===== src/cam_defines.svh =====
//////////////////////////////////////////////////
// Build constants of the capture back end
// Pixels arrive as RGB, CAM_PPC of them per clock
// The DMA beat layout assumes 8 bits per channel
// CAM_FIFO_DEPTH must be a power of two
// CAM_DMA_BURST_LEN must be at least 2
//////////////////////////////////////////////////

`ifndef CAM_DEFINES_SVH
`define CAM_DEFINES_SVH

// Bits per colour channel
`define CAM_PIX_DEPTH 8

// Pixels per clock on the camera stream
`define CAM_PPC 2

// Beats per DMA transfer
// Has to match the transfer length set up by firmware
`define CAM_DMA_BURST_LEN 16

// Entries of the DMA FIFO
// Four bursts of headroom before words get dropped
`define CAM_FIFO_DEPTH 64

`endif

===== src/cam_pixel_pkg.sv =====
//////////////////////////////////////////////////
// Pixel side types of the capture path
// Channel order inside a pixel is b, g, r from the top
// A pair carries p1 in the upper half, p0 in the lower
//////////////////////////////////////////////////

`include "cam_defines.svh"

package cam_pixel_pkg;

   // One RGB pixel, blue channel in the upper bits
   typedef struct packed {
      logic [`CAM_PIX_DEPTH-1:0] b;
      logic [`CAM_PIX_DEPTH-1:0] g;
      logic [`CAM_PIX_DEPTH-1:0] r;
   } rgb_pixel_t;

   // Two pixels delivered in the same clock
   typedef struct packed {
      rgb_pixel_t p1;
      rgb_pixel_t p0;
   } pixel_pair_t;

   // Camera stream after RGB conversion
   // vsync is a level, valid qualifies the pair
   typedef struct packed {
      logic        vsync;
      logic        valid;
      pixel_pair_t pair;
   } cam_in_t;

endpackage


===== src/cam_dma_pkg.sv =====
//////////////////////////////////////////////////
// FIFO and DMA side types of the capture path
// Each pixel goes out padded to 32 bits with a zero byte
// Debug counters are 32 bits and wrap silently
//////////////////////////////////////////////////

`include "cam_defines.svh"

package cam_dma_pkg;

   // Beat index within one DMA burst
   localparam int unsigned BEAT_CNT_W = $clog2(`CAM_DMA_BURST_LEN);

   // Width of the word counters on the debug port
   localparam int unsigned DBG_CNT_W = 32;

   // One stored pixel pair
   typedef cam_pixel_pkg::pixel_pair_t fifo_word_t;

   // 64-bit beat on the DMA write port
   typedef struct packed {
      logic [7:0]                pad1;
      cam_pixel_pkg::rgb_pixel_t p1;
      logic [7:0]                pad0;
      cam_pixel_pkg::rgb_pixel_t p0;
   } dma_beat_t;

   // Live status, sits in the low bits of the status word
   typedef struct packed {
      logic fifo_empty;
      logic dma_write;
      logic dma_wready;
   } dma_status_t;

endpackage


===== src/cam_capture_top.sv =====
//////////////////////////////////////////////////
// Capture and store back end, packer to FIFO to DMA
// Input pixels are already RGB at two per clock
// wready is the only back-pressure towards the FIFO
//////////////////////////////////////////////////

`timescale 1ns/1ps

module cam_capture_top (
   input  logic                              i_mipi_pclk,
   input  logic                              i_rst_n,
   input  cam_pixel_pkg::cam_in_t            i_cam,
   input  logic                              i_trigger_capture,
   input  logic                              i_continuous_capture,
   input  logic                              i_rgb_gray,
   input  logic                              i_dma_init_done,
   input  logic                              i_dma_wready,
   output logic                              o_dma_wvalid,
   output logic                              o_dma_wlast,
   output cam_dma_pkg::dma_beat_t            o_dma_wdata,
   output logic                              o_frame_start,
   output logic                              o_fifo_overflow,
   output logic [31:0]                       o_dma_status,
   output logic [cam_dma_pkg::DBG_CNT_W-1:0] o_dbg_wcount,
   output logic [cam_dma_pkg::DBG_CNT_W-1:0] o_dbg_rcount
);

   import cam_dma_pkg::*;

   logic        fifo_wr;
   fifo_word_t  fifo_wdata;
   logic        fifo_rd;
   fifo_word_t  fifo_rdata;
   logic        fifo_empty;
   dma_status_t dma_status;

   // Status bits sit at the bottom of the 32-bit word
   assign o_dma_status = {{(32 - $bits(dma_status_t)){1'b0}}, dma_status};

   cam_frame_packer u_packer (
      .i_mipi_pclk          (i_mipi_pclk),
      .i_rst_n              (i_rst_n),
      .i_cam                (i_cam),
      .i_trigger_capture    (i_trigger_capture),
      .i_continuous_capture (i_continuous_capture),
      .i_rgb_gray           (i_rgb_gray),
      .o_fifo_wr            (fifo_wr),
      .o_fifo_wdata         (fifo_wdata),
      .o_frame_start        (o_frame_start)
   );

   cam_dma_fifo u_fifo (
      .i_mipi_pclk (i_mipi_pclk),
      .i_rst_n     (i_rst_n),
      .i_wr        (fifo_wr),
      .i_wdata     (fifo_wdata),
      .i_rd        (fifo_rd),
      .o_rdata     (fifo_rdata),
      .o_empty     (fifo_empty),
      .o_overflow  (o_fifo_overflow)
   );

   cam_dma_writer u_writer (
      .i_mipi_pclk     (i_mipi_pclk),
      .i_rst_n         (i_rst_n),
      .i_dma_init_done (i_dma_init_done),
      .i_dma_wready    (i_dma_wready),
      .i_fifo_rdata    (fifo_rdata),
      .i_fifo_empty    (fifo_empty),
      .i_fifo_wr       (fifo_wr),
      .o_fifo_rd       (fifo_rd),
      .o_dma_wvalid    (o_dma_wvalid),
      .o_dma_wlast     (o_dma_wlast),
      .o_dma_wdata     (o_dma_wdata),
      .o_status        (dma_status),
      .o_wcount        (o_dbg_wcount),
      .o_rcount        (o_dbg_rcount)
   );

endmodule


===== src/cam_dma_writer.sv =====
//////////////////////////////////////////////////
// DMA write side of the capture path
// Each init_done rising edge opens one burst window
// wlast falls on every CAM_DMA_BURST_LEN-th beat since reset
// wvalid follows wready in the same cycle
//////////////////////////////////////////////////

`timescale 1ns/1ps

`include "cam_defines.svh"

module cam_dma_writer (
   input  logic                              i_mipi_pclk,
   input  logic                              i_rst_n,
   input  logic                              i_dma_init_done,
   input  logic                              i_dma_wready,
   input  cam_dma_pkg::fifo_word_t           i_fifo_rdata,
   input  logic                              i_fifo_empty,
   input  logic                              i_fifo_wr,
   output logic                              o_fifo_rd,
   output logic                              o_dma_wvalid,
   output logic                              o_dma_wlast,
   output cam_dma_pkg::dma_beat_t            o_dma_wdata,
   output cam_dma_pkg::dma_status_t          o_status,
   output logic [cam_dma_pkg::DBG_CNT_W-1:0] o_wcount,
   output logic [cam_dma_pkg::DBG_CNT_W-1:0] o_rcount
);

   import cam_dma_pkg::*;

   localparam logic [BEAT_CNT_W-1:0] LAST_BEAT = BEAT_CNT_W'(`CAM_DMA_BURST_LEN - 1);

   logic                  init_r1;
   logic                  init_r2;
   logic                  init_r3;
   logic                  init_rise;
   logic                  dma_write;
   logic [BEAT_CNT_W-1:0] beat_cnt;
   logic                  end_of_burst;

   assign init_rise = init_r2 & ~init_r3;

   // A beat moves when the window is open, the sink is ready and data waits
   assign o_fifo_rd    = dma_write & i_dma_wready & ~i_fifo_empty;
   assign o_dma_wvalid = o_fifo_rd;

   assign end_of_burst = (beat_cnt == LAST_BEAT);
   assign o_dma_wlast  = o_dma_wvalid & end_of_burst;

   // Zero byte above each 24-bit pixel
   assign o_dma_wdata = '{pad1: 8'd0, p1: i_fifo_rdata.p1, pad0: 8'd0, p0: i_fifo_rdata.p0};

   assign o_status = '{fifo_empty: i_fifo_empty, dma_write: dma_write, dma_wready: i_dma_wready};

   //////////////////////////////////////////////////
   // Burst window and beat counter
   //////////////////////////////////////////////////

   always_ff @(posedge i_mipi_pclk) begin
      if (!i_rst_n) begin
         init_r1   <= 1'b0;
         init_r2   <= 1'b0;
         init_r3   <= 1'b0;
         dma_write <= 1'b0;
         beat_cnt  <= '0;
      end else begin
         init_r1 <= i_dma_init_done;
         init_r2 <= init_r1;
         init_r3 <= init_r2;
         // A new init edge wins over the closing beat
         if (init_rise) begin
            dma_write <= 1'b1;
         end else if (o_dma_wlast) begin
            dma_write <= 1'b0;
         end
         if (o_dma_wvalid) begin
            beat_cnt <= end_of_burst ? '0 : beat_cnt + 1'b1;
         end
      end
   end

   // Debug counters of FIFO writes and DMA beats
   always_ff @(posedge i_mipi_pclk) begin
      if (!i_rst_n) begin
         o_wcount <= '0;
         o_rcount <= '0;
      end else begin
         if (i_fifo_wr) begin
            o_wcount <= o_wcount + 1'b1;
         end
         if (o_dma_wvalid) begin
            o_rcount <= o_rcount + 1'b1;
         end
      end
   end

endmodule


===== src/cam_dma_fifo.sv =====
//////////////////////////////////////////////////
// First word fall through FIFO for pixel pairs
// Head word is valid whenever o_empty is low
// Writes into a full FIFO are dropped, even with a read
// Overflow stays set until reset
//////////////////////////////////////////////////

`timescale 1ns/1ps

`include "cam_defines.svh"

module cam_dma_fifo (
   input  logic                    i_mipi_pclk,
   input  logic                    i_rst_n,
   input  logic                    i_wr,
   input  cam_dma_pkg::fifo_word_t i_wdata,
   input  logic                    i_rd,
   output cam_dma_pkg::fifo_word_t o_rdata,
   output logic                    o_empty,
   output logic                    o_overflow
);

   import cam_dma_pkg::*;

   localparam int unsigned AW = $clog2(`CAM_FIFO_DEPTH);

   fifo_word_t    mem [`CAM_FIFO_DEPTH];
   logic [AW-1:0] wr_ptr;
   logic [AW-1:0] rd_ptr;
   logic [AW:0]   count;
   logic          full;
   logic          wr_en;
   logic          rd_en;

   assign full    = (count == (AW+1)'(`CAM_FIFO_DEPTH));
   assign o_empty = (count == '0);
   assign wr_en   = i_wr & ~full;
   assign rd_en   = i_rd & ~o_empty;

   // Head of the queue straight from the array
   assign o_rdata = mem[rd_ptr];

   always_ff @(posedge i_mipi_pclk) begin
      if (wr_en) begin
         mem[wr_ptr] <= i_wdata;
      end
   end

   //////////////////////////////////////////////////
   // Pointers, fill level and overflow
   //////////////////////////////////////////////////

   always_ff @(posedge i_mipi_pclk) begin
      if (!i_rst_n) begin
         wr_ptr     <= '0;
         rd_ptr     <= '0;
         count      <= '0;
         o_overflow <= 1'b0;
      end else begin
         // Pointers wrap on their own since the depth is a power of two
         if (wr_en) begin
            wr_ptr <= wr_ptr + 1'b1;
         end
         if (rd_en) begin
            rd_ptr <= rd_ptr + 1'b1;
         end
         case ({wr_en, rd_en})
            2'b10:   count <= count + 1'b1;
            2'b01:   count <= count - 1'b1;
            default: count <= count;
         endcase
         if (i_wr && full) begin
            o_overflow <= 1'b1;
         end
      end
   end

endmodule


===== src/cam_frame_packer.sv =====
//////////////////////////////////////////////////
// Capture framing and pixel packing
// Controls are asynchronous levels, two flops each
// A capture starts and ends on a vsync falling edge
// A pair that comes with the arming vsync fall is not taken
//////////////////////////////////////////////////

`timescale 1ns/1ps

`include "cam_defines.svh"

module cam_frame_packer (
   input  logic                    i_mipi_pclk,
   input  logic                    i_rst_n,
   input  cam_pixel_pkg::cam_in_t  i_cam,
   input  logic                    i_trigger_capture,
   input  logic                    i_continuous_capture,
   input  logic                    i_rgb_gray,
   output logic                    o_fifo_wr,
   output cam_dma_pkg::fifo_word_t o_fifo_wdata,
   output logic                    o_frame_start
);

   import cam_pixel_pkg::*;

   logic                      trig_r1;
   logic                      trig_r2;
   logic                      trig_r3;
   logic                      trig_rise;
   logic                      trig_hold;
   logic                      cont_r1;
   logic                      cont_r2;
   logic                      cont_hold;
   logic                      gray_r1;
   logic                      gray_sync;
   logic                      vs_q;
   logic                      vs_fall;
   logic                      capture;
   rgb_pixel_t [`CAM_PPC-1:0] pix_in;
   rgb_pixel_t [`CAM_PPC-1:0] pix_out;

   // Luma as 77r + 150g + 29b over 256, truncated
   function automatic rgb_pixel_t to_gray(rgb_pixel_t px);
      logic [`CAM_PIX_DEPTH+7:0] sum;
      logic [`CAM_PIX_DEPTH-1:0] y;
      sum = px.r * 8'd77 + px.g * 8'd150 + px.b * 8'd29;
      y   = sum[`CAM_PIX_DEPTH+7:8];
      return '{b: y, g: y, r: y};
   endfunction

   //////////////////////////////////////////////////
   // Control synchronizers and vsync edge
   //////////////////////////////////////////////////

   always_ff @(posedge i_mipi_pclk) begin
      if (!i_rst_n) begin
         trig_r1   <= 1'b0;
         trig_r2   <= 1'b0;
         trig_r3   <= 1'b0;
         cont_r1   <= 1'b0;
         cont_r2   <= 1'b0;
         gray_r1   <= 1'b0;
         gray_sync <= 1'b0;
         vs_q      <= 1'b0;
      end else begin
         trig_r1   <= i_trigger_capture;
         trig_r2   <= trig_r1;
         trig_r3   <= trig_r2;
         cont_r1   <= i_continuous_capture;
         cont_r2   <= cont_r1;
         gray_r1   <= i_rgb_gray;
         gray_sync <= gray_r1;
         vs_q      <= i_cam.vsync;
      end
   end

   assign trig_rise = trig_r2 & ~trig_r3;
   assign vs_fall   = vs_q & ~i_cam.vsync;

   //////////////////////////////////////////////////
   // Capture state
   //////////////////////////////////////////////////

   always_ff @(posedge i_mipi_pclk) begin
      if (!i_rst_n) begin
         trig_hold <= 1'b0;
         cont_hold <= 1'b0;
         capture   <= 1'b0;
      end else begin
         // Pending request is consumed by the first stored word
         if (trig_rise) begin
            trig_hold <= 1'b1;
         end else if (o_fifo_wr) begin
            trig_hold <= 1'b0;
         end
         // Continuous mode latches until reset
         if (cont_r2) begin
            cont_hold <= 1'b1;
         end
         // Each frame boundary re-decides whether to keep capturing
         if (vs_fall) begin
            capture <= trig_hold | cont_hold;
         end
      end
   end

   // Per pixel RGB or gray selection
   assign pix_in = i_cam.pair;

   always_comb begin
      for (int i = 0; i < `CAM_PPC; i++) begin
         pix_out[i] = gray_sync ? to_gray(pix_in[i]) : pix_in[i];
      end
   end

   // Registered write towards the FIFO
   always_ff @(posedge i_mipi_pclk) begin
      if (!i_rst_n) begin
         o_fifo_wr     <= 1'b0;
         o_frame_start <= 1'b0;
      end else begin
         o_fifo_wr     <= capture & i_cam.valid;
         o_frame_start <= vs_fall;
      end
   end

   always_ff @(posedge i_mipi_pclk) begin
      o_fifo_wdata <= pix_out;
   end

endmodule


===== config.mk =====
export PLATFORM = sky130hd
export DESIGN_NAME = cam_capture_top
export DESIGN_NICKNAME = d
export VERILOG_FILES = /design/src/cam_pixel_pkg.sv /design/src/cam_dma_pkg.sv /design/src/cam_capture_top.sv /design/src/cam_dma_writer.sv /design/src/cam_dma_fifo.sv /design/src/cam_frame_packer.sv
export VERILOG_INCLUDE_DIRS = /design/src
export SDC_FILE = /design/constraint.sdc
export NUM_CORES = 2
export LEC_CHECK = 0
export BUFFER_PORTS_ARGS = -buffer_cell sky130_fd_sc_hd__buf_2
export CAP_MARGIN = 20
export CORE_MARGIN = 1.5
export CORE_UTILIZATION = 45
export DETAILED_ROUTE_END_ITERATION = 6
export GPL_TIMING_DRIVEN = 0
export HOLD_SLACK_MARGIN = 0.02
export SLEW_MARGIN = 20
export SYNTH_ARGS = -nofsm -noshare
export SYNTH_HDL_FRONTEND = slang
export SYNTH_SLANG_ARGS = --single-unit
export TNS_END_PERCENT = 20

===== constraint.sdc =====
create_clock -name i_mipi_pclk -period 13.2 [get_ports i_mipi_pclk]
set_input_delay 0.66 -clock i_mipi_pclk [delete_from_list [all_inputs] [get_ports i_mipi_pclk]]
set_output_delay 0.66 -clock i_mipi_pclk [all_outputs]
set_load 0.05 [all_outputs]

==> flow_summary.json <==
{
  "outcome": "completed",
  "cts.repair.resized": 0,
  "synth_edf_count": 3072,
  "slowest_stage": "nor2_1",
  "grt_pass1_wl_mm": 498,
  "ctsLongestPathBuffers": 4,
  "synth_top_family_by_area": "multiplexers",
  "clk_pin_slew_worst_paths_ps": 60,
  "synthXorXnorAreaFrac": 0.00623,
  "final_common_cell": "edfxtp_1",
  "avgRoutedWirePerCell_um": 33.4,
  "worstSetupEndpointType": "register",
  "syn2layout_area_growth_pct": 17.3,
  "ys_ff_latch": 3231,
  "numCtsBuffers": 329,
  "antenna_found_initial": 17,
  "crit_family": "adder cells",
  "final_cell_mix": "3072 x edfxtp_1, 990 x mux4_2, 335 x clkbuf_16",
  "cts_root_buffer": "clkbuf_16",
  "synth-compound-area-share": 0.0109,
  "avgSynthCellArea_um2": 22.2,
  "power.leakage_nw": 48.2,
  "worstPathRequired_ps": 13870,
  "drive_above_1_share": 0.317,
  "row_count": 196,
  "synth_top_flop_cell": "edfxtp_1",
  "hold_violations": 0,
  "fin_crit_sh": 0.518,
  "rsz0062_at_grt": "false",
  "finalSetupTns_ps": 0,
  "crit_buf_inv": 5,
  "peakVddDrop_mv": 0.136,
  "synthCells": 5821,
  "path_common_cell": "ha_1",
  "p_per_area_mw_per_mm2": 169,
  "gp_congestion": 0.804,
  "post-place-ws_ps": 5500,
  "vias_per_cell": 5.98,
  "synth_seq_area_share": 0.738,
  "yosys.area_share.simple": 0.0169,
  "cts_htree_levels": 5,
  "finalClockSkew_ps": 58.6,
  "max_freq_mhz": 146,
  "worstSetupPathType": "input port to register",
  "ant_nets": 0,
  "startpoint_type": "input port",
  "min_period_ps": 6840,
  "track_usage": 0.245,
  "timing.hold.ws_ps": 113,
  "final_util": 0.531,
  "ios": 221,
  "die_y_um": 539,
  "worstPathArrival_ps": 7510,
  "power_mw": 25.6,
  "firstDrtPassIters": 5,
  "slowest_delay_ps": 820,
  "grt_overflow": 0,
  "hpwl_mm": 253,
  "drv_cap": 0,
  "nNetsFinal": 6977,
  "vias": 63800,
  "portBuffers": 174,
  "worstSkewPairLatency_ps": 900,
  "drv_slew": 0,
  "fin_ws_ps": 6360,
  "dieArea_mm2": 0.290,
  "drt_iter0_markers": 7874,
  "post-route-drc-count": 0,
  "yosys.area_share.adder": 0.0345,
  "finalSetupViolCount": 0,
  "syn_area_mm2": 0.129,
  "initial_utilization": 0.453,
  "synthArstFlopShare": 0,
  "synth.distinct_cells": 63,
  "synthMuxAreaShare": 0.174,
  "relSlewSlack": 0.177,
  "yosys_warnings": 0,
  "hp-class": "input port to register",
  "die_w_um": 539,
  "core_region_area_mm2": 0.285,
  "first_global_vias": 65100,
  "grt_max_degree": 65,
  "cp_max_fo": 5,
  "cts_tree": "yes",
  "drt_wl_total_mm": 356,
  "worstMarginPinSlew_ps": 1230,
  "clock-sinks": 3231
}
-- per-stage QoR --
step	std cells	area (µm²)
after CTS	10700	151000
after global routing	10700	152000
after floorplan	5865	129000
after global placement	9801	135000
after detailed placement	10100	141000
final	10700	152000
-- report_power, final --
part / switching (mW) / total [mW] / internal, mW
logic: 2.38 / 3.66 / 1.27
registers: 0.402 / 13.0 / 12.6
clock network: 3.88 / 9.00 / 5.12
-- cell families after synthesis --
group,count (synthesis)
other,1
adder cells (fa/ha/maj),290
buffers and inverters,546
XOR/XNOR,92
AO/OA/AOI/OAI,221
multiplexers,1014
flip-flops,3231
AND/OR/NAND/NOR,426
-- layer usage --
layer	global-route usage	vias up	share of wire
li1	-	25700	-
met1	0.326	34800	0.39
met2	0.411	2792	0.50
met3	0.0505	503	0.083
met4	0.0672	6	0.026
met5	0	-	0.00011
-- flip-flops by register name, indices dropped and copies added (netlist names), 4 cells and up, named ones only --
register and cells:
u_fifo.mem 3072, u_packer.o_fifo_wdata 48, u_writer.o_rcount 32, u_writer.o_wcount 32, u_fifo.count 7, u_fifo.rd_ptr 6
u_fifo.wr_ptr 6, u_writer.beat_cnt 4
-- path summary, 6_finish.rpt --
path                            slack, ps                         to        startpoint  cells after the start
worst max-delay path                 6360  u_packer.o_fifo_wdata[23]         i_cam[11]                     25
worst min-delay path                  110  u_packer.o_fifo_wdata[47]         i_cam[47]                      3
worst max register to register       8820            u_fifo.count[6]   u_fifo.count[0]                     15
worst min register to register        430         u_packer.cont_hold  u_packer.cont_r2                      1
-- repair_timing --
item	4_1_cts	5_1_grt
buffers inserted	0	0
hold buffers	6	0
endpoints found under the hold margin	6	0
setup endpoints to repair	0	0
-- area by class of cell --
type / instances / area (µm²)
fillers: 21900 / 134000
flip-flops and latches: 3231 / 95500
multi-input cells: 2088 / 32100
clock buffers: 410 / 8740
repair buffers: 434 / 6490
well taps: 3762 / 4710
plain buffers: 311 / 1600
clock inverters: 185 / 1530
inverters: 235 / 882
diodes: 16 / 40.0
-- Yosys cell counts, types with 69 or more instances --
cell         n  area [µm²]
fa_1       111        2220
o21ai_0     70         350
inv_1      234         878
clkbuf_1   136         510
buf_4       69         518
nor2_1     111         417
dfxtp_1    159        3180
ha_1       179        2240
and2_1      79         494
edfxtp_1  3072       92200
mux4_2     990       22300
nand2_1     77         289
-- worst min-delay path: stages --
cell	delay [ps]
buf_2	150
inv_1	70
mux2i_1	60
No activity file was read; power rests on OpenSTA's default activity.
